<file path="src/source/crc_pkg.sv">
`default_nettype none

package crc_pkg;

    localparam int unsigned num_lanes     = 4;
    localparam int unsigned lane_idx_w    = 2;
    localparam int unsigned frame_id_w    = 8;
    localparam int unsigned settle_cycles = 8;
    localparam int unsigned settle_cnt_w  = $clog2(settle_cycles);

    localparam logic [31:0] crc_init = 32'hffff_ffff;
    localparam logic [31:0] crc_poly = 32'h04c1_1db7;    // crc-32, left shifting.

    localparam logic [settle_cnt_w-1:0] settle_last = settle_cnt_w'(settle_cycles - 1);

    // lane fsm encodings.
    localparam logic [1:0] lst_idle   = 2'd0;
    localparam logic [1:0] lst_absorb = 2'd1;
    localparam logic [1:0] lst_settle = 2'd2;
    localparam logic [1:0] lst_done   = 2'd3;

    typedef struct packed {
        logic       en;
        logic [7:0] data;
    } byte_beat_t;

    typedef struct packed {
        logic                  en;
        logic [7:0]            data;
        logic [frame_id_w-1:0] frame_id;
    } lane_cmd_t;

    typedef struct packed {
        logic                  done;
        logic [31:0]           crc;
        logic [frame_id_w-1:0] frame_id;
    } lane_result_t;

endpackage

`default_nettype wire

</file>
<file path="src/source/crc_hub.sv">
`timescale 1ns/1ps
`default_nettype none

module crc_hub
    import crc_pkg::*;
(
    input  wire logic             clk,
    input  wire logic             rst_n,
    input  wire byte_beat_t       in_beat,
    output logic                  result_valid,
    output logic [31:0]           result_crc,
    output logic [frame_id_w-1:0] result_id,
    output logic                  drop,
    output logic                  lanes_busy
);

    lane_cmd_t            lane_cmd    [num_lanes];
    lane_result_t         lane_result [num_lanes];
    logic [num_lanes-1:0] lane_idle;

    // ~~~~~~~~~~~~~~~~~~~~~~~~~~~~~~
    // front end
    // ~~~~~~~~~~~~~~~~~~~~~~~~~~~~~~

    frame_dispatch frame_dispatch_i (
        .clk        (clk),
        .rst_n      (rst_n),
        .in_beat    (in_beat),
        .lane_idle  (lane_idle),
        .lane_cmd   (lane_cmd),
        .drop       (drop),
        .lanes_busy (lanes_busy)
    );

    // ~~~~~~~~~~~~~~~~~~~~~~~~~~~~~~
    // crc lanes
    // ~~~~~~~~~~~~~~~~~~~~~~~~~~~~~~

    for (genvar g = 0; g < num_lanes; g++) begin : g_lane
        crc_lane crc_lane_i (
            .clk    (clk),
            .rst_n  (rst_n),
            .cmd    (lane_cmd[g]),
            .idle   (lane_idle[g]),
            .result (lane_result[g])
        );
    end

    // ~~~~~~~~~~~~~~~~~~~~~~~~~~~~~~
    // back end
    // ~~~~~~~~~~~~~~~~~~~~~~~~~~~~~~

    result_collect result_collect_i (
        .clk          (clk),
        .rst_n        (rst_n),
        .lane_result  (lane_result),
        .result_valid (result_valid),
        .result_crc   (result_crc),
        .result_id    (result_id)
    );

endmodule

`default_nettype wire

</file>
<file path="src/source/crc_lane.sv">
`timescale 1ns/1ps
`default_nettype none

module crc_lane
    import crc_pkg::*;
(
    input  wire logic      clk,
    input  wire logic      rst_n,
    input  wire lane_cmd_t cmd,
    output logic           idle,
    output lane_result_t   result
);

    logic [1:0]              state;
    logic [settle_cnt_w-1:0] settle_cnt;
    logic [31:0]             crc_q;
    logic [31:0]             crc_step;
    logic [frame_id_w-1:0]   id_q;
    logic                    absorbing;

    // one byte through the register, bit 0 first.
    function automatic logic [31:0] crc_byte(input logic [31:0] crc_in,
                                             input logic [7:0]  data);
        logic [31:0] c;
        logic        fb;
        c = crc_in;
        for (int b = 0; b < 8; b++) begin
            fb = c[31] ^ data[b];
            c  = {c[30:0], 1'b0} ^ (fb ? crc_poly : 32'h0);
        end
        return c;
    endfunction

    assign crc_step  = crc_byte(crc_q, cmd.data);    // unrolls to the xor network.
    assign absorbing = cmd.en && (state == lst_idle || state == lst_absorb);

    // ~~~~~~~~~~~~~~~~~~~~~~~~~~~~~~
    // control
    // ~~~~~~~~~~~~~~~~~~~~~~~~~~~~~~

    always_ff @(posedge clk) begin
        if (!rst_n) begin
            state      <= lst_idle;
            settle_cnt <= '0;
        end else begin
            case (state)
                lst_idle: begin
                    if (cmd.en) begin
                        state <= lst_absorb;
                    end
                end
                lst_absorb: begin
                    if (!cmd.en) begin    // frame over.
                        state      <= lst_settle;
                        settle_cnt <= '0;
                    end
                end
                lst_settle: begin
                    if (settle_cnt == settle_last) begin
                        state <= lst_done;
                    end
                    settle_cnt <= settle_cnt + settle_cnt_w'(1);
                end
                lst_done: begin
                    state <= lst_idle;
                end
                default: begin
                    state <= lst_idle;
                end
            endcase
        end
    end

    // ~~~~~~~~~~~~~~~~~~~~~~~~~~~~~~
    // datapath
    // ~~~~~~~~~~~~~~~~~~~~~~~~~~~~~~

    always_ff @(posedge clk) begin
        if (absorbing) begin
            crc_q <= crc_step;
        end else if (state == lst_idle) begin
            crc_q <= crc_init;    // seed for the next frame.
        end
        if (cmd.en && state == lst_idle) begin
            id_q <= cmd.frame_id;
        end
    end

    assign idle = (state == lst_idle);

    always_comb begin
        result.done     = (state == lst_done);
        result.crc      = crc_q;
        result.frame_id = id_q;
    end

endmodule

`default_nettype wire

</file>
<file path="src/source/frame_dispatch.sv">
`timescale 1ns/1ps
`default_nettype none

module frame_dispatch
    import crc_pkg::*;
(
    input  wire logic                 clk,
    input  wire logic                 rst_n,
    input  wire byte_beat_t           in_beat,
    input  wire logic [num_lanes-1:0] lane_idle,
    output lane_cmd_t                 lane_cmd [num_lanes],
    output logic                      drop,
    output logic                      lanes_busy
);

    logic                  en_q;    // last cycle's en.
    logic [7:0]            data_q;
    logic                  frame_start;
    logic                  pick_found;
    logic [lane_idx_w-1:0] pick_lane;
    logic [lane_idx_w-1:0] ptr;
    logic [lane_idx_w-1:0] cur_lane;
    logic                  cur_ok;    // current frame owns a lane.
    logic [frame_id_w-1:0] cur_id;
    logic [frame_id_w-1:0] next_id;

    assign frame_start = in_beat.en && !en_q;
    assign lanes_busy  = ~|lane_idle;

    // first idle lane at or after the pointer.
    always_comb begin
        logic [lane_idx_w-1:0] idx;
        pick_found = 1'b0;
        pick_lane  = ptr;
        for (int k = 0; k < num_lanes; k++) begin
            idx = ptr + lane_idx_w'(k);
            if (!pick_found && lane_idle[idx]) begin
                pick_found = 1'b1;
                pick_lane  = idx;
            end
        end
    end

    always_ff @(posedge clk) begin
        if (!rst_n) begin
            en_q    <= 1'b0;
            cur_ok  <= 1'b0;
            ptr     <= '0;
            next_id <= '0;
            drop    <= 1'b0;
        end else begin
            en_q <= in_beat.en;
            drop <= frame_start && !pick_found;
            if (frame_start) begin
                cur_ok <= pick_found;
                if (pick_found) begin
                    ptr     <= pick_lane + lane_idx_w'(1);
                    next_id <= next_id + frame_id_w'(1);
                end
            end
        end
    end

    always_ff @(posedge clk) begin
        data_q <= in_beat.data;
        if (frame_start && pick_found) begin
            cur_lane <= pick_lane;    // held for the whole frame.
            cur_id   <= next_id;
        end
    end

    // only the owning lane sees en, one cycle behind the input.
    always_comb begin
        for (int i = 0; i < num_lanes; i++) begin
            lane_cmd[i].en       = en_q && cur_ok && (cur_lane == lane_idx_w'(i));
            lane_cmd[i].data     = data_q;
            lane_cmd[i].frame_id = cur_id;
        end
    end

endmodule

`default_nettype wire

</file>
<file path="src/source/result_collect.sv">
`timescale 1ns/1ps
`default_nettype none

module result_collect
    import crc_pkg::*;
(
    input  wire logic         clk,
    input  wire logic         rst_n,
    input  wire lane_result_t lane_result [num_lanes],
    output logic              result_valid,
    output logic [31:0]       result_crc,
    output logic [frame_id_w-1:0] result_id
);

    logic                  any_done;
    logic [lane_idx_w-1:0] sel_idx;

    // at most one lane finishes per cycle.
    always_comb begin
        any_done = 1'b0;
        sel_idx  = '0;
        for (int i = 0; i < num_lanes; i++) begin
            if (lane_result[i].done) begin
                any_done = 1'b1;
                sel_idx  = lane_idx_w'(i);
            end
        end
    end

    always_ff @(posedge clk) begin
        if (!rst_n) begin
            result_valid <= 1'b0;
        end else begin
            result_valid <= any_done;
        end
    end

    always_ff @(posedge clk) begin
        if (any_done) begin
            result_crc <= lane_result[sel_idx].crc;
            result_id  <= lane_result[sel_idx].frame_id;
        end
    end

endmodule

`default_nettype wire

</file>
<file path="config.mk">
export PLATFORM = sky130hd
export DESIGN_NAME = crc_hub
export DESIGN_NICKNAME = d
export VERILOG_FILES = /design/src/source/crc_pkg.sv /design/src/source/crc_hub.sv /design/src/source/crc_lane.sv /design/src/source/frame_dispatch.sv /design/src/source/result_collect.sv
export SDC_FILE = /design/constraint.sdc
export NUM_CORES = 1
export LEC_CHECK = 0
export BUFFER_PORTS_ARGS = -buffer_cell sky130_fd_sc_hd__buf_4
export CAP_MARGIN = 20
export CORE_UTILIZATION = 45
export CTS_BUF_LIST = sky130_fd_sc_hd__clkbuf_16
export DETAILED_ROUTE_END_ITERATION = 6
export SKIP_LAST_GASP = 1
export SYNTH_ARGS = -nofsm -noshare
export SYNTH_HDL_FRONTEND = slang
export SYNTH_SLANG_ARGS = --single-unit
</file>
<file path="constraint.sdc">
create_clock -name clk -period 4.76 [get_ports clk]
set_input_delay 0.238 -clock clk [delete_from_list [all_inputs] [get_ports clk]]
set_output_delay 0.238 -clock clk [all_outputs]
set_load 0.03 [all_outputs]
</file>
==> results.tsv, run 1 <==
stage	metric	value	unit
outcome	run status	finished, final reports clean	
run	max-cap viol count	0	
logic_synthesis	Yosys top cell area share	0.4649	
hold_path	type of the tightest min-delay check	primary input to flop	
sta	setup repair after global routing missed its margin	no	
routing	final routed DRC violation total	0	
worst_setup_path	crit-path max cell delay	810	ps
hold_path	Worst Hold Launch	in_beat[6]	
worst_setup_path	crit end category	flop	
worst_setup_path	sequence of cells on the critical path	inv_1, ha_1, nor2_1, mux4_2, a21oi_2, nand4_1, mux2i_1	
floorplanning	number of placement rows	63	
clocking	H-Tree Level Count	1	
logic_synthesis	gate count of the mapped netlist	1156	
sta	post-layout worst setup margin	1906	ps
placement	DPL Wire Length	22780	um
logic_synthesis	Post-Synth XOR/XNOR Area	0.2322	
logic_synthesis	post-synth top area cell	sky130_fd_sc_hd__edfxtp_1	
sta	final period demand of the worst path	2854	ps
worst_setup_path	critical path data arrival time	3290	ps
logic_synthesis	post-synthesis cell area	13570	um2
sta	measured slew at the worst slew-check pin	1048	ps
clocking	number of buffers inserted during clock tree synthesis	28	
logic_synthesis	mux share of post-synthesis cell area	0.04187	
clocking	Clock Path Buffers	3	
sta	worst hold margin	342.9	ps
worst_setup_path	Req. time, crit path	5200	ps
sta	Max-Slew Margin vs Limit	0.3016	
logic_synthesis	yosys warns	0	
global_route	GRT Util Overall	0.2123	
floorplanning	initial standard-cell utilization of the core	0.4577	
cells_and_area	area of all placed cells without fillers	15420	um2
floorplanning	area of the die	30840	um2
sta	final cycle utilization of the critical path	0.5996	
global_route	largest net degree at the start of global routing	81	
clocking	number of setup buffers added after CTS	0	
clocking	CTS Root Cell	sky130_fd_sc_hd__clkbuf_16	
clocking	clock slew seen by the registers of the worst setup and hold paths	70	ps
routing	number of vias per cell	5.190	
worst_setup_path	category of the worst setup path launch point	flop	
routing	count of routing violations after the opening detailed-route iteration	631	
logic_synthesis	fraction of the mapped netlist area in adder cells	0.02675	
placement	Post-DP Area	14310	um2
clocking	clock network latency to the later pin of the worst-skew pair	550	ps
logic_synthesis	Async S/R FF share, synth	0	
worst_setup_path	R2R depth	7	
logic_synthesis	synthesized-area fraction occupied by ao, oa, aoi and oai cells	0.05516	
routing	DR pass1 iterations	4	
floorplanning	DIE WIDTH	175.6	um
sta	final number of setup-violating endpoints	0	
cells_and_area	filler cell count	2691	
worst_setup_path	Setup CP Type	flop to flop	
pwr	static leakage	0.004950	uW
placement	Final Wtd Congestion	0.8476	
global_route	first-pass GRT wire length	49200	um
routing	Vias	8398	
logic_synthesis	area share of and/or/nand/nor cells after synthesis	0.09454	
logic_synthesis	most numerous cell types in the synthesized netlist	sky130_fd_sc_hd__xnor2_1 (222), sky130_fd_sc_hd__edfxtp_1 (210), sky130_fd_sc_hd__nand2_1 (173)	
global_route	total grt overflow	0	
routing	Routed Wire Length	32330	um
sta	Total Negative Setup Slacks	0	ps
floorplanning	die height	175.6	um
clocking	TritonCTS clock tree	built	
logic_synthesis	dominant combinational cell family by area after synthesis	XOR/XNOR gates	
clocking	count of instances resized after the clock tree is built	0	
worst_setup_path	endpoint of the worst register-to-register path	frame_dispatch_i.next_id[7]	
sta	Final Hold Fails	0	
logic_synthesis	Mapped Avg Cell Area	11.73	um2
floorplanning	I/O pin total	54	
logic_synthesis	cell types with the largest area share after synthesis	sky130_fd_sc_hd__edfxtp_1 (46%), sky130_fd_sc_hd__xnor2_1 (14%), sky130_fd_sc_hd__dfxtp_1 (6.2%), sky130_fd_sc_hd__nand2_1 (4.8%), sky130_fd_sc_hd__xor2_1 (4.1%)	
logic_synthesis	Most used DFF post-synth	sky130_fd_sc_hd__edfxtp_1	
worst_setup_path	source of the worst register-to-register timing path	g_lane[1].crc_lane_i.state[0]	
logic_synthesis	number of distinct standard cells referenced by the synthesized netlist	55	
logic_synthesis	cell with the most instances after synthesis	sky130_fd_sc_hd__xnor2_1	
cells_and_area	area added between synthesis and finish	13.71	%
pwr	largest vdd supply drop	0.0003325	V
clocking	count of clock tree sinks	252	
logic_synthesis	post-synthesis sequential area ratio	0.5268	
hold_path	Worst Hold Endpoint	frame_dispatch_i.data_q[6]	
pwr	power density of the placed cells	419.6	nW/um2
placement	setup slack after placement	1908	ps
floorplanning	area of the core region	29640	um2
sta	fmax	0.3504	GHz
sta	worst setup skew after layout	9.510	ps
routing	average wire per standard cell	19.98	um
logic_synthesis	number of synthesized register bits	252	
global_route	initial antenna violation count	0	
placement	Port Buf Inserts	53	
hold_path	count of cells along the worst hold path	2	
routing	remaining antenna violation count	0	
global_route	vias in the first global route	8182	
logic_synthesis	number of flops mapped to enable cells by yosys	210	
cells_and_area	diodes inserted	0	
sta	max-slew violation count	0	
cells_and_area	Post-layout nets	1246	
logic_synthesis	post-synthesis net count	1196	
worst_setup_path	worst setup slack for register-to-register paths	1910	ps
worst_setup_path	cell with the biggest individual delay on the critical path	sky130_fd_sc_hd__a21oi_2	
cells_and_area	share of post-route cells with drive strength above 1	0.1156	
worst_setup_path	maximum fanout encountered on the critical timing path	19	
cell families after synthesis:
group	after synthesis
multiplexers	53
XOR/XNOR	316
AO/OA/AOI/OAI	131
adder cells (fa/ha/maj)	29
AND/OR/NAND/NOR	303
buffers and inverters	72
flip-flops	252
layer usage:
metal,part of all wire,track usage,vias to the layer above
met5,0,0,-
li1,-,-,4043
met1,0.46,0.2944,4146
met2,0.48,0.3523,174
met4,0.019,0.04710,0
met3,0.041,0.03009,35
what timing repair did:
item / CTS / global route
endpoints found under the setup margin: 0 / 0
hold buffers: 11 / 0
endpoints found under the hold margin: 12 / 0
final cells by class:
class                   count  area, um2  share of cell area
inverters                  16      60.06            0.003894
repair buffers             76      598.1             0.03877
well taps                 390      488.0             0.03164
flip-flops and latches    252       7147              0.4633
multi-input cells         832       6126              0.3971
clock inverters            23      280.3             0.01817
clock buffers              29      725.7             0.04705
flip-flops by register name, summed over array words and instances (netlist names):
signal	count
result_collect_i.result_id	8
frame_dispatch_i.cur_lane	2
frame_dispatch_i.en_q	1
g_lane.crc_lane_i.state	8
frame_dispatch_i.drop	1
frame_dispatch_i.next_id	8
frame_dispatch_i.cur_ok	1
result_collect_i.result_crc	32
result_collect_i.result_valid	1
frame_dispatch_i.cur_id	8
frame_dispatch_i.ptr	2
frame_dispatch_i.data_q	8
g_lane.crc_lane_i.crc_q	128
g_lane.crc_lane_i.id_q	32
g_lane.crc_lane_i.settle_cnt	12
power breakdown:
group	internal (uW)	switching, uW
logic	549	882
clock network	1430	928
registers	2600	84.0
stage by stage:
stage,utilization,std cells,power (uW)
2_1_floorplan,-,1156,3795
3_3_place_gp,0.4828,1555,4135
3_5_place_dp,0.4828,1555,4146
4_1_cts,0.5204,1618,6517
5_1_grt,0.5204,1618,6721
6_report,0.5204,1618,6472
placed cells by master (no fill, tap or decap), drive strengths merged, types with 11 or more instances in the layout:
cell type,count
xor2,68
xnor3,16
clkbuf,29
a21oi,51
dlygate4sd3,11
nand2,173
mux2i,50
nand2b,19
buf,65
clkinv,12
edfxtp,210
ha,29
nor2,79
dfxtp,42
inv,16
o21ai,52
xnor2,230
worst max-delay path by stage:
stage / from / endpoint / slack (ps) / cells past startpoint
after floorplan: g_lane[3].crc_lane_i.state[0] / frame_dispatch_i.next_id[7] / 2400 / 8
after detailed placement: g_lane[1].crc_lane_i.state[0] / frame_dispatch_i.next_id[3] / 1910 / 7
final: g_lane[1].crc_lane_i.state[0] / frame_dispatch_i.next_id[7] / 1910 / 7
after global placement: g_lane[1].crc_lane_i.state[0] / frame_dispatch_i.next_id[7] / 2030 / 7
after global routing: g_lane[1].crc_lane_i.state[1] / frame_dispatch_i.next_id[1] / 1680 / 7
after CTS: g_lane[1].crc_lane_i.state[0] / frame_dispatch_i.next_id[3] / 1900 / 7
critical path, delay by kind of cell (launching register included):
kind,cells,cell delay [ps]
compound gates,1,810
fa+ha+maj,1,400
simple gates,2,320
flops,1,340
buf+inv,1,120
mux,2,740
No activity file was read; power rests on OpenSTA's default activity.
==> run 2, diff against run 1 <==
--- a/config.mk
+++ b/config.mk
@@ -5,6 +5,7 @@
 export SDC_FILE = /design/constraint.sdc
 export NUM_CORES = 1
 export LEC_CHECK = 0
+export ABC_AREA = 1
 export BUFFER_PORTS_ARGS = -buffer_cell sky130_fd_sc_hd__buf_4
 export CAP_MARGIN = 20
 export CORE_UTILIZATION = 45
==> constraint.sdc (replaced) <==
create_clock -name clk -period 2.4 [get_ports clk]
set_input_delay 0.12 -clock clk [delete_from_list [all_inputs] [get_ports clk]]
set_output_delay 0.12 -clock clk [all_outputs]
set_load 0.03 [all_outputs]
==> run 2 against run 1 <==
Net effect:
- global-route usage is 1.8 points higher
- worst setup slack worse by 1700 ps
- wire length is 6.8% higher
- die area is 1.3% lower
- critical path depth is 1 higher
- area after synthesis is 1.3% lower
- clock power is 110% higher
- hold slack worse by 140 ps
- first-iteration DRC count is 48% higher
- critical path type unchanged
- largest cell class unchanged
==> results.tsv, run 2 <==
stage	metric	value	unit	change
cells_and_area	commonest non-fill, non-tap cells in the layout	sky130_fd_sc_hd__nand2_1 (213), sky130_fd_sc_hd__edfxtp_1 (210), sky130_fd_sc_hd__inv_1 (168), sky130_fd_sc_hd__xor2_1 (138), sky130_fd_sc_hd__buf_4 (116)		
logic_synthesis	cell types with the largest area share after synthesis	sky130_fd_sc_hd__edfxtp_1 (47%), sky130_fd_sc_hd__xor2_1 (9.1%), sky130_fd_sc_hd__dfxtp_1 (6.3%), sky130_fd_sc_hd__nand2_1 (6.0%), sky130_fd_sc_hd__inv_1 (4.7%)		
logic_synthesis	yosys warns	0		unchanged
cells_and_area	top register by number of flip-flops	g_lane.crc_lane_i.crc_q		
sta	final cycle utilization of the critical path	0.9334		+0.3338
routing	Vias	9853		+17%
cells_and_area	Largest regs	g_lane.crc_lane_i.crc_q (128), g_lane.crc_lane_i.id_q (32), result_collect_i.result_crc (32)		
sta	Final Hold Fails	0		unchanged
clocking	clock slew seen by the registers of the worst setup and hold paths	60	ps	about the same
sta	worst setup skew after layout	23.00	ps	+13.49 ps
placement	DPL Wire Length	25060	um	+10%
run	max-cap viol count	0		unchanged
sta	final period demand of the worst path	2240	ps	-614.1 ps
routing	final routed DRC violation total	0		unchanged
logic_synthesis	post-synthesis cell area	13390	um2	-1.3%
cells_and_area	share of post-route cells with drive strength above 1	0.1534		+0.03780
cells_and_area	number of flip-flops in the largest register	128		unchanged
worst_setup_path	launch point of the worst path	frame_dispatch_i.data_q[1]		
clocking	TritonCTS clock tree	built		
clocking	H-Tree Level Count	1		unchanged
floorplanning	initial standard-cell utilization of the core	0.4615		+0.003789
routing	remaining antenna violation count	0		unchanged
worst_setup_path	worst setup slack for register-to-register paths	160	ps	-1750 ps
pwr	static leakage	0.006110	uW	+23%
worst_setup_path	source of the worst register-to-register timing path	frame_dispatch_i.data_q[1]		
worst_setup_path	category of the worst setup path launch point	flop		
sta	setup repair after global routing missed its margin	no		
worst_setup_path	endpoint of the worst register-to-register path	g_lane[3].crc_lane_i.crc_q[7]		
logic_synthesis	cell with the most instances after synthesis	sky130_fd_sc_hd__nand2_1		
floorplanning	DIE WIDTH	174.5	um	-0.65%
hold_path	type of the tightest min-delay check	primary input to flop		
sta	Total Negative Setup Slacks	0	ps	unchanged
worst_setup_path	Setup CP Type	flop to flop		
global_route	GRT Util Overall	0.2302		+0.01790
worst_setup_path	cell with the biggest individual delay on the critical path	sky130_fd_sc_hd__dfxtp_1		
global_route	total grt overflow	0		unchanged
sta	max-slew violation count	0		unchanged
logic_synthesis	gate count of the mapped netlist	1343		+16%
floorplanning	area of the core region	29010	um2	-2.1%
logic_synthesis	number of flops mapped to enable cells by yosys	210		unchanged
floorplanning	area of the die	30450	um2	-1.3%
clocking	clock network latency to the later pin of the worst-skew pair	560	ps	about the same
logic_synthesis	Most used DFF post-synth	sky130_fd_sc_hd__edfxtp_1		
sta	final number of setup-violating endpoints	0		unchanged
logic_synthesis	Yosys top cell area share	0.4710		+0.006125
floorplanning	I/O pin total	54		unchanged
global_route	initial antenna violation count	0		unchanged
logic_synthesis	Async S/R FF share, synth	0		unchanged
placement	Port Buf Inserts	53		unchanged
sta	fmax	0.4464	GHz	+27%
outcome	run status	finished, final reports clean		
clocking	Clock Path Buffers	3		unchanged
logic_synthesis	number of distinct standard cells referenced by the synthesized netlist	35		-36%
logic_synthesis	Mapped Avg Cell Area	9.970	um2	-15%
worst_setup_path	Req. time, crit path	2710	ps	-2490 ps
hold_path	Worst Hold Launch	in_beat[5]		
global_route	first-pass GRT wire length	53850	um	+9.4%
worst_setup_path	total buffers and inverters traversed by the critical path	2		+1
clocking	CTS Root Cell	sky130_fd_sc_hd__clkbuf_16		
sta	Max-Slew Margin vs Limit	0.6105		+0.3089
cells_and_area	Post-layout nets	1502		+21%
worst_setup_path	crit end category	flop		
routing	average wire per standard cell	18.46	um	-7.6%
sta	worst hold margin	206.5	ps	-136.4 ps
logic_synthesis	post-synthesis net count	1383		+16%
logic_synthesis	post-synthesis sequential area ratio	0.5338		+0.006942
logic_synthesis	most numerous cell types in the synthesized netlist	sky130_fd_sc_hd__nand2_1 (215), sky130_fd_sc_hd__edfxtp_1 (210), sky130_fd_sc_hd__inv_1 (166)		
routing	Routed Wire Length	34520	um	+6.8%
worst_setup_path	maximum fanout encountered on the critical timing path	5		-14
worst_setup_path	sequence of cells on the critical path	inv_1, nand2_1, nand2_1, xor2_1, buf_4, xnor2_1, o21ai_0, a21o_1		
pwr	largest vdd supply drop	0.0006672	V	+100%
routing	DR pass1 iterations	5		+1
cells_and_area	area of all placed cells without fillers	15940	um2	+3.3%
global_route	vias in the first global route	9406		+15%
worst_setup_path	critical path data arrival time	2550	ps	-740 ps
worst_setup_path	R2R depth	8		+1
cells_and_area	diodes inserted	0		unchanged
hold_path	count of cells along the worst hold path	2		unchanged
clocking	count of clock tree sinks	252		unchanged
global_route	largest net degree at the start of global routing	50		-38%
pwr	power density of the placed cells	963.2	nW/um2	+130%
logic_synthesis	post-synth top area cell	sky130_fd_sc_hd__edfxtp_1		
sta	measured slew at the worst slew-check pin	584.2	ps	-463.4 ps
worst_setup_path	crit-path max cell delay	490	ps	-320 ps
placement	Final Wtd Congestion	0.9199		+8.5%
cells_and_area	area added between synthesis and finish	19.06	%	
clocking	number of setup buffers added after CTS	0		unchanged
routing	number of vias per cell	5.269		+1.5%
cells_and_area	most common cell after layout, fill and taps aside	sky130_fd_sc_hd__nand2_1		
worst_setup_path	kind of cell adding the most delay to the critical path	XOR/XNOR gates		
floorplanning	die height	174.5	um	-0.65%
clocking	number of buffers inserted during clock tree synthesis	30		+7.1%
routing	count of routing violations after the opening detailed-route iteration	932		+48%
floorplanning	number of placement rows	62		-1.6%
worst_setup_path	crit-path most repeated cell	sky130_fd_sc_hd__nand2_1		
logic_synthesis	number of synthesized register bits	252		unchanged
hold_path	Worst Hold Endpoint	frame_dispatch_i.data_q[5]		
placement	Post-DP Area	14690	um2	+2.6%
run 2: cell count changes in the layout (fill, tap and decap cells not counted), moves of 26 or more:
| cell | before | now |
|---|---|---|
| sky130_fd_sc_hd__a21oi_1 | 50 | 79 |
| sky130_fd_sc_hd__a221oi_1 | 1 | 40 |
| sky130_fd_sc_hd__buf_4 | 65 | 116 |
| sky130_fd_sc_hd__inv_1 | 16 | 168 |
| sky130_fd_sc_hd__mux2i_1 | 50 | 0 |
| sky130_fd_sc_hd__nand2_1 | 173 | 213 |
| sky130_fd_sc_hd__nand3_1 | 4 | 47 |
| sky130_fd_sc_hd__nor2_1 | 77 | 40 |
| sky130_fd_sc_hd__nor3_1 | 1 | 50 |
| sky130_fd_sc_hd__o21ai_0 | 52 | 88 |
| sky130_fd_sc_hd__o22ai_1 | 0 | 40 |
| sky130_fd_sc_hd__or2_2 | 2 | 28 |
| sky130_fd_sc_hd__xnor2_1 | 222 | 36 |
| sky130_fd_sc_hd__xor2_1 | 63 | 138 |
run 2: worst max path at each step:
stage / slack (ps) / cells past startpoint / to
2_1_floorplan: 5 / 5 / result_collect_i.result_crc[0]
3_3_place_gp: 120 / 8 / g_lane[3].crc_lane_i.crc_q[8]
3_5_place_dp: 130 / 8 / g_lane[3].crc_lane_i.crc_q[8]
4_1_cts: 90 / 8 / g_lane[3].crc_lane_i.crc_q[8]
5_1_grt: 10 / 13 / frame_dispatch_i.next_id[5]
6_report: 160 / 8 / g_lane[3].crc_lane_i.crc_q[7]
run 2: repair_timing:
item / CTS / global route
hold buffers: 11 / 0
endpoints found under the hold margin: 28 / 0
resized for setup: 0 / 9
setup endpoints to repair: 0 / 29
run 2: routing by layer:
metal	GRT usage	part of all wire	vias up	wire length (um)
li1	-	-	4841	-
met5	0	0	-	0
met4	0.09457	0.047	0	1620
met3	0.04243	0.064	77	2195
met1	0.3199	0.45	4620	15520
met2	0.3541	0.44	315	15190
run 2: logic make-up after synthesis:
logic type	count (synthesis)	share of synthesized area
AND/OR/NAND/NOR	399	0.1298
AO/OA/AOI/OAI	262	0.1155
flip-flops	252	0.5338
buffers and inverters	211	0.06000
XOR/XNOR	190	0.1338
adder cells (fa/ha/maj)	29	0.02710
run 2: area by class of cell:
type / count / area (um2)
inverters: 166 / 623.1
repair buffers: 132 / 1081
clock buffers: 31 / 775.7
clock inverters: 25 / 331.6
fillers: 2583 / 13070
well taps: 384 / 480.5
flip-flops and latches: 252 / 7148
multi-input cells: 880 / 5502
run 2: per-stage QoR:
step / utilization / instances / power (uW) / setup WS, ps
after floorplan: - / 1343 / 8861 / 4.977
after global placement: 0.5062 / 1803 / 10290 / 117.7
after detailed placement: 0.5062 / 1803 / 10360 / 128.7
after CTS: 0.5481 / 1870 / 15400 / 92.04
after global routing: 0.5495 / 1870 / 16160 / 11.60
final: 0.5495 / 1870 / 15350 / 159.8
run 2: power breakdown:
part           switching (uW)  internal (uW)  leakage, uW
clock network            1840           3190     0.000540
logic                    3090           1440      0.00359
registers                 242           5540      0.00198
total                    5170          10200      0.00611
==> run 3, diff against run 2 <==
--- a/config.mk
+++ b/config.mk
@@ -14,4 +14,5 @@
 export SKIP_LAST_GASP = 1
 export SYNTH_ARGS = -nofsm -noshare
 export SYNTH_HDL_FRONTEND = slang
+export SYNTH_HIERARCHICAL = 1
 export SYNTH_SLANG_ARGS = --single-unit
==> run 3 against run 2 <==
Net effect:
- sequential cell count unchanged
- register-to-register slack better by 50 ps
- first-iteration DRC count up 7.5%
- global-route usage up 0.83 points
- cell area up 13%
- power up 3.0%
- wire length up 25%
- clock power down 11%
- synthesized cell count up 55%
- cell count up 39%
- hold slack better by 21 ps
- area after synthesis up 20%
- largest cell class is now multi-input gates
==> results.tsv, run 3 <==
stage	metric	value	unit	change
placement	Post-DP Area	16860	um2	+15%
routing	DR pass1 iterations	6		+1
logic_synthesis	cell types with the largest area share after synthesis	sky130_fd_sc_hd__edfxtp_1 (39%), sky130_fd_sc_hd__nand2_1 (16%), sky130_fd_sc_hd__nand3_1 (6.4%), sky130_fd_sc_hd__inv_1 (5.4%), sky130_fd_sc_hd__dfxtp_1 (5.2%)		
sta	final cycle utilization of the critical path	0.9122		-0.02124
routing	Routed Wire Length	43190	um	+25%
pwr	post-route total power	15810	uW	+3.0%
floorplanning	I/O pin total	54		unchanged
clocking	number of buffers inserted during clock tree synthesis	29		-3.3%
sta	fmax	0.4568	GHz	+2.3%
logic_synthesis	number of distinct standard cells referenced by the synthesized netlist	36		+2.9%
routing	number of vias per cell	5.083		-3.5%
logic_synthesis	number of flops mapped to enable cells by yosys	210		unchanged
clocking	Clock Path Buffers	3		unchanged
sta	final number of setup-violating endpoints	0		unchanged
global_route	GRT Util Overall	0.2384		+0.008253
cells_and_area	filler cell count	3314		+28%
placement	DPL Wire Length	32090	um	+28%
global_route	largest net degree at the start of global routing	65		+30%
floorplanning	DIE WIDTH	191.3	um	+9.6%
routing	final routed DRC violation total	0		unchanged
worst_setup_path	Req. time, crit path	2690	ps	-20 ps
worst_setup_path	category of the worst setup path launch point	flop		
outcome	run status	finished, final reports clean		
routing	Vias	13216		+34%
clocking	H-Tree Level Count	1		unchanged
cells_and_area	area of all placed cells without fillers	17940	um2	+13%
cells_and_area	register area	7147	um2	about the same
routing	average wire per standard cell	16.61	um	-10%
clocking	count of clock tree sinks	252		unchanged
logic_synthesis	Mapped Avg Cell Area	7.736	um2	-22%
clocking	TritonCTS clock tree	built		
worst_setup_path	maximum fanout encountered on the critical timing path	24		+19
global_route	initial antenna violation count	0		unchanged
cells_and_area	area added between synthesis and finish	11.30	%	
floorplanning	number of placement rows	68		+9.7%
sta	setup repair after global routing missed its margin	no		
hold_path	Worst Hold Launch	in_beat[3]		
logic_synthesis	post-synth top area cell	sky130_fd_sc_hd__edfxtp_1		
cells_and_area	top register by number of flip-flops	g_lane.crc_lane_i/crc_q		
placement	Final Wtd Congestion	0.9143		-0.61%
global_route	total grt overflow	0		unchanged
sta	final period demand of the worst path	2189	ps	-50.97 ps
cells_and_area	share of post-route cells with drive strength above 1	0.1329		-0.02056
run	max-cap viol count	0		unchanged
global_route	first-pass GRT wire length	66540	um	+24%
clocking	number of setup buffers added after CTS	0		unchanged
floorplanning	initial standard-cell utilization of the core	0.4622		+0.0006706
worst_setup_path	crit end category	flop		
worst_setup_path	launch point of the worst path	frame_dispatch_i/cur_lane[1]		
pwr	static leakage	0.008277	uW	+35%
logic_synthesis	Async S/R FF share, synth	0		unchanged
clocking	clock network latency to the later pin of the worst-skew pair	540	ps	-20 ps
logic_synthesis	Yosys top cell area share	0.3912		-0.07983
sta	measured slew at the worst slew-check pin	709.8	ps	+125.6 ps
logic_synthesis	post-synthesis net count	2124		+54%
floorplanning	die height	191.3	um	+9.6%
placement	Port Buf Inserts	53		unchanged
logic_synthesis	most numerous cell types in the synthesized netlist	sky130_fd_sc_hd__nand2_1 (700), sky130_fd_sc_hd__inv_1 (234), sky130_fd_sc_hd__edfxtp_1 (210)		
worst_setup_path	critical path data arrival time	2480	ps	-70 ps
pwr	largest vdd supply drop	0.0005397	V	-19%
floorplanning	area of the core region	34880	um2	+20%
sta	worst setup skew after layout	11.10	ps	-11.91 ps
sta	Total Negative Setup Slacks	0	ps	unchanged
sta	max-slew violation count	0		unchanged
pwr	power density of the placed cells	881.4	nW/um2	-8.5%
sta	Max-Slew Margin vs Limit	0.5234		-0.08711
cells_and_area	Largest regs	g_lane.crc_lane_i/crc_q (128), g_lane.crc_lane_i/id_q (32), result_collect_i/result_crc (32)		
cells_and_area	Post-layout nets	2163		+44%
logic_synthesis	Most used DFF post-synth	sky130_fd_sc_hd__edfxtp_1		
cells_and_area	commonest non-fill, non-tap cells in the layout	sky130_fd_sc_hd__nand2_1 (699), sky130_fd_sc_hd__inv_1 (240), sky130_fd_sc_hd__edfxtp_1 (210), sky130_fd_sc_hd__nand3_1 (206), sky130_fd_sc_hd__nor2_1 (190)		
logic_synthesis	yosys warns	6		+6
hold_path	type of the tightest min-delay check	primary input to flop		
floorplanning	area of the die	36590	um2	+20%
global_route	vias in the first global route	12274		+30%
cells_and_area	number of flip-flops in the largest register	128		unchanged
logic_synthesis	gate count of the mapped netlist	2084		+55%
clocking	CTS Root Cell	sky130_fd_sc_hd__clkbuf_16		
worst_setup_path	Setup CP Type	flop to flop		
sta	Final Hold Fails	0		unchanged
logic_synthesis	cell with the most instances after synthesis	sky130_fd_sc_hd__nand2_1		
clocking	clock slew seen by the registers of the worst setup and hold paths	60	ps	about the same
cells_and_area	diodes inserted	0		unchanged
cells_and_area	footprint of the multi-input gates	7423	um2	+35%
logic_synthesis	number of synthesized register bits	252		unchanged
cells_and_area	most common cell after layout, fill and taps aside	sky130_fd_sc_hd__nand2_1		
logic_synthesis	post-synthesis sequential area ratio	0.4433		-0.09048
worst_setup_path	source of the worst register-to-register timing path	frame_dispatch_i/cur_lane[1]		
logic_synthesis	post-synthesis cell area	16120	um2	+20%
routing	count of routing violations after the opening detailed-route iteration	1002		+7.5%
routing	remaining antenna violation count	0		unchanged
==> run 3: report_power, final <==
| group | switching [uW] | total [uW] | internal (uW) |
|---|---|---|---|
| clock network | 1780 | 4500 | 2730 |
| registers | 298 | 5910 | 5610 |
| logic | 3780 | 5400 | 1620 |
| total | 5850 | 15800 | 9960 |
==> run 3: path summary, 6_finish.rpt <==
path / to / slack, ps / cells past startpoint
max reg2reg: g_lane[0].crc_lane_i/crc_q[12] / 210 / 7
min reg2reg: g_lane[0].crc_lane_i/settle_cnt[0] / 460 / 1
min: frame_dispatch_i/data_q[3] / 230 / 2
max: g_lane[0].crc_lane_i/crc_q[12] / 210 / 7
==> run 3: kinds of logic (layout without fill, tap and decap cells) <==
group / count (synthesis) / count (layout) / share of synthesized area
XOR/XNOR: 120 / 120 / 0.06822
flip-flops: 252 / 252 / 0.4433
AO/OA/AOI/OAI: 96 / 96 / 0.03097
buffers and inverters: 348 / 409 / 0.09670
adder cells (fa/ha/maj): 29 / 29 / 0.02251
AND/OR/NAND/NOR: 1239 / 1239 / 0.3383
==> run 3: layout make-up <==
| cell class | count | area share |
|---|---|---|
| Clock buffer | 29 | 0.04044 |
| Clock inverter | 24 | 0.01360 |
| Inverter | 259 | 0.05453 |
| Multi-Input combinational cell | 1484 | 0.4137 |
| Sequential cell | 252 | 0.3983 |
| Tap cell | 455 | 0.03173 |
| Timing Repair Buffer | 97 | 0.04770 |
==> run 3: timing repair <==
item | CTS | global route
setup endpoints to repair | 0 | 1
gates resized for setup | 0 | 1
hold buffers | 11 | 0
hold endpoints to repair | 37 | 0
==> run 3: critical path: stages, from the launching register on <==
cell	delay [ps]
sky130_fd_sc_hd__edfxtp_1	420
sky130_fd_sc_hd__nor3_1	550
sky130_fd_sc_hd__nand2_1	210
sky130_fd_sc_hd__nand2_1	170
sky130_fd_sc_hd__buf_4	320
sky130_fd_sc_hd__nand3_1	140
sky130_fd_sc_hd__nand2_1	80
sky130_fd_sc_hd__nand2_1	50
==> run 3: stage by stage <==
stage | std cells | setup WS (ps) | utilization | hold WS (ps)
4_1_cts | 2600 | 248.8 | 0.5142 | 191.4
3_3_place_gp | 2536 | 325.9 | 0.4833 | 226.6
3_5_place_dp | 2536 | 266.4 | 0.4833 | 225.9
2_1_floorplan | 2084 | 274.5 | - | 147.7
5_1_grt | 2600 | 28.98 | 0.5144 | 222.3
6_report | 2600 | 210.8 | 0.5144 | 227.3
==> run 3: metal layers <==
| metal | vias to the layer above | track usage | wire length (um) |
|---|---|---|---|
| met5 | - | 0 | 0 |
| met4 | 0 | 0.08394 | 1479 |
| met3 | 80 | 0.03029 | 2448 |
| met2 | 353 | 0.3838 | 19740 |
| met1 | 6181 | 0.3291 | 19530 |
| li1 | 6602 | - | - |
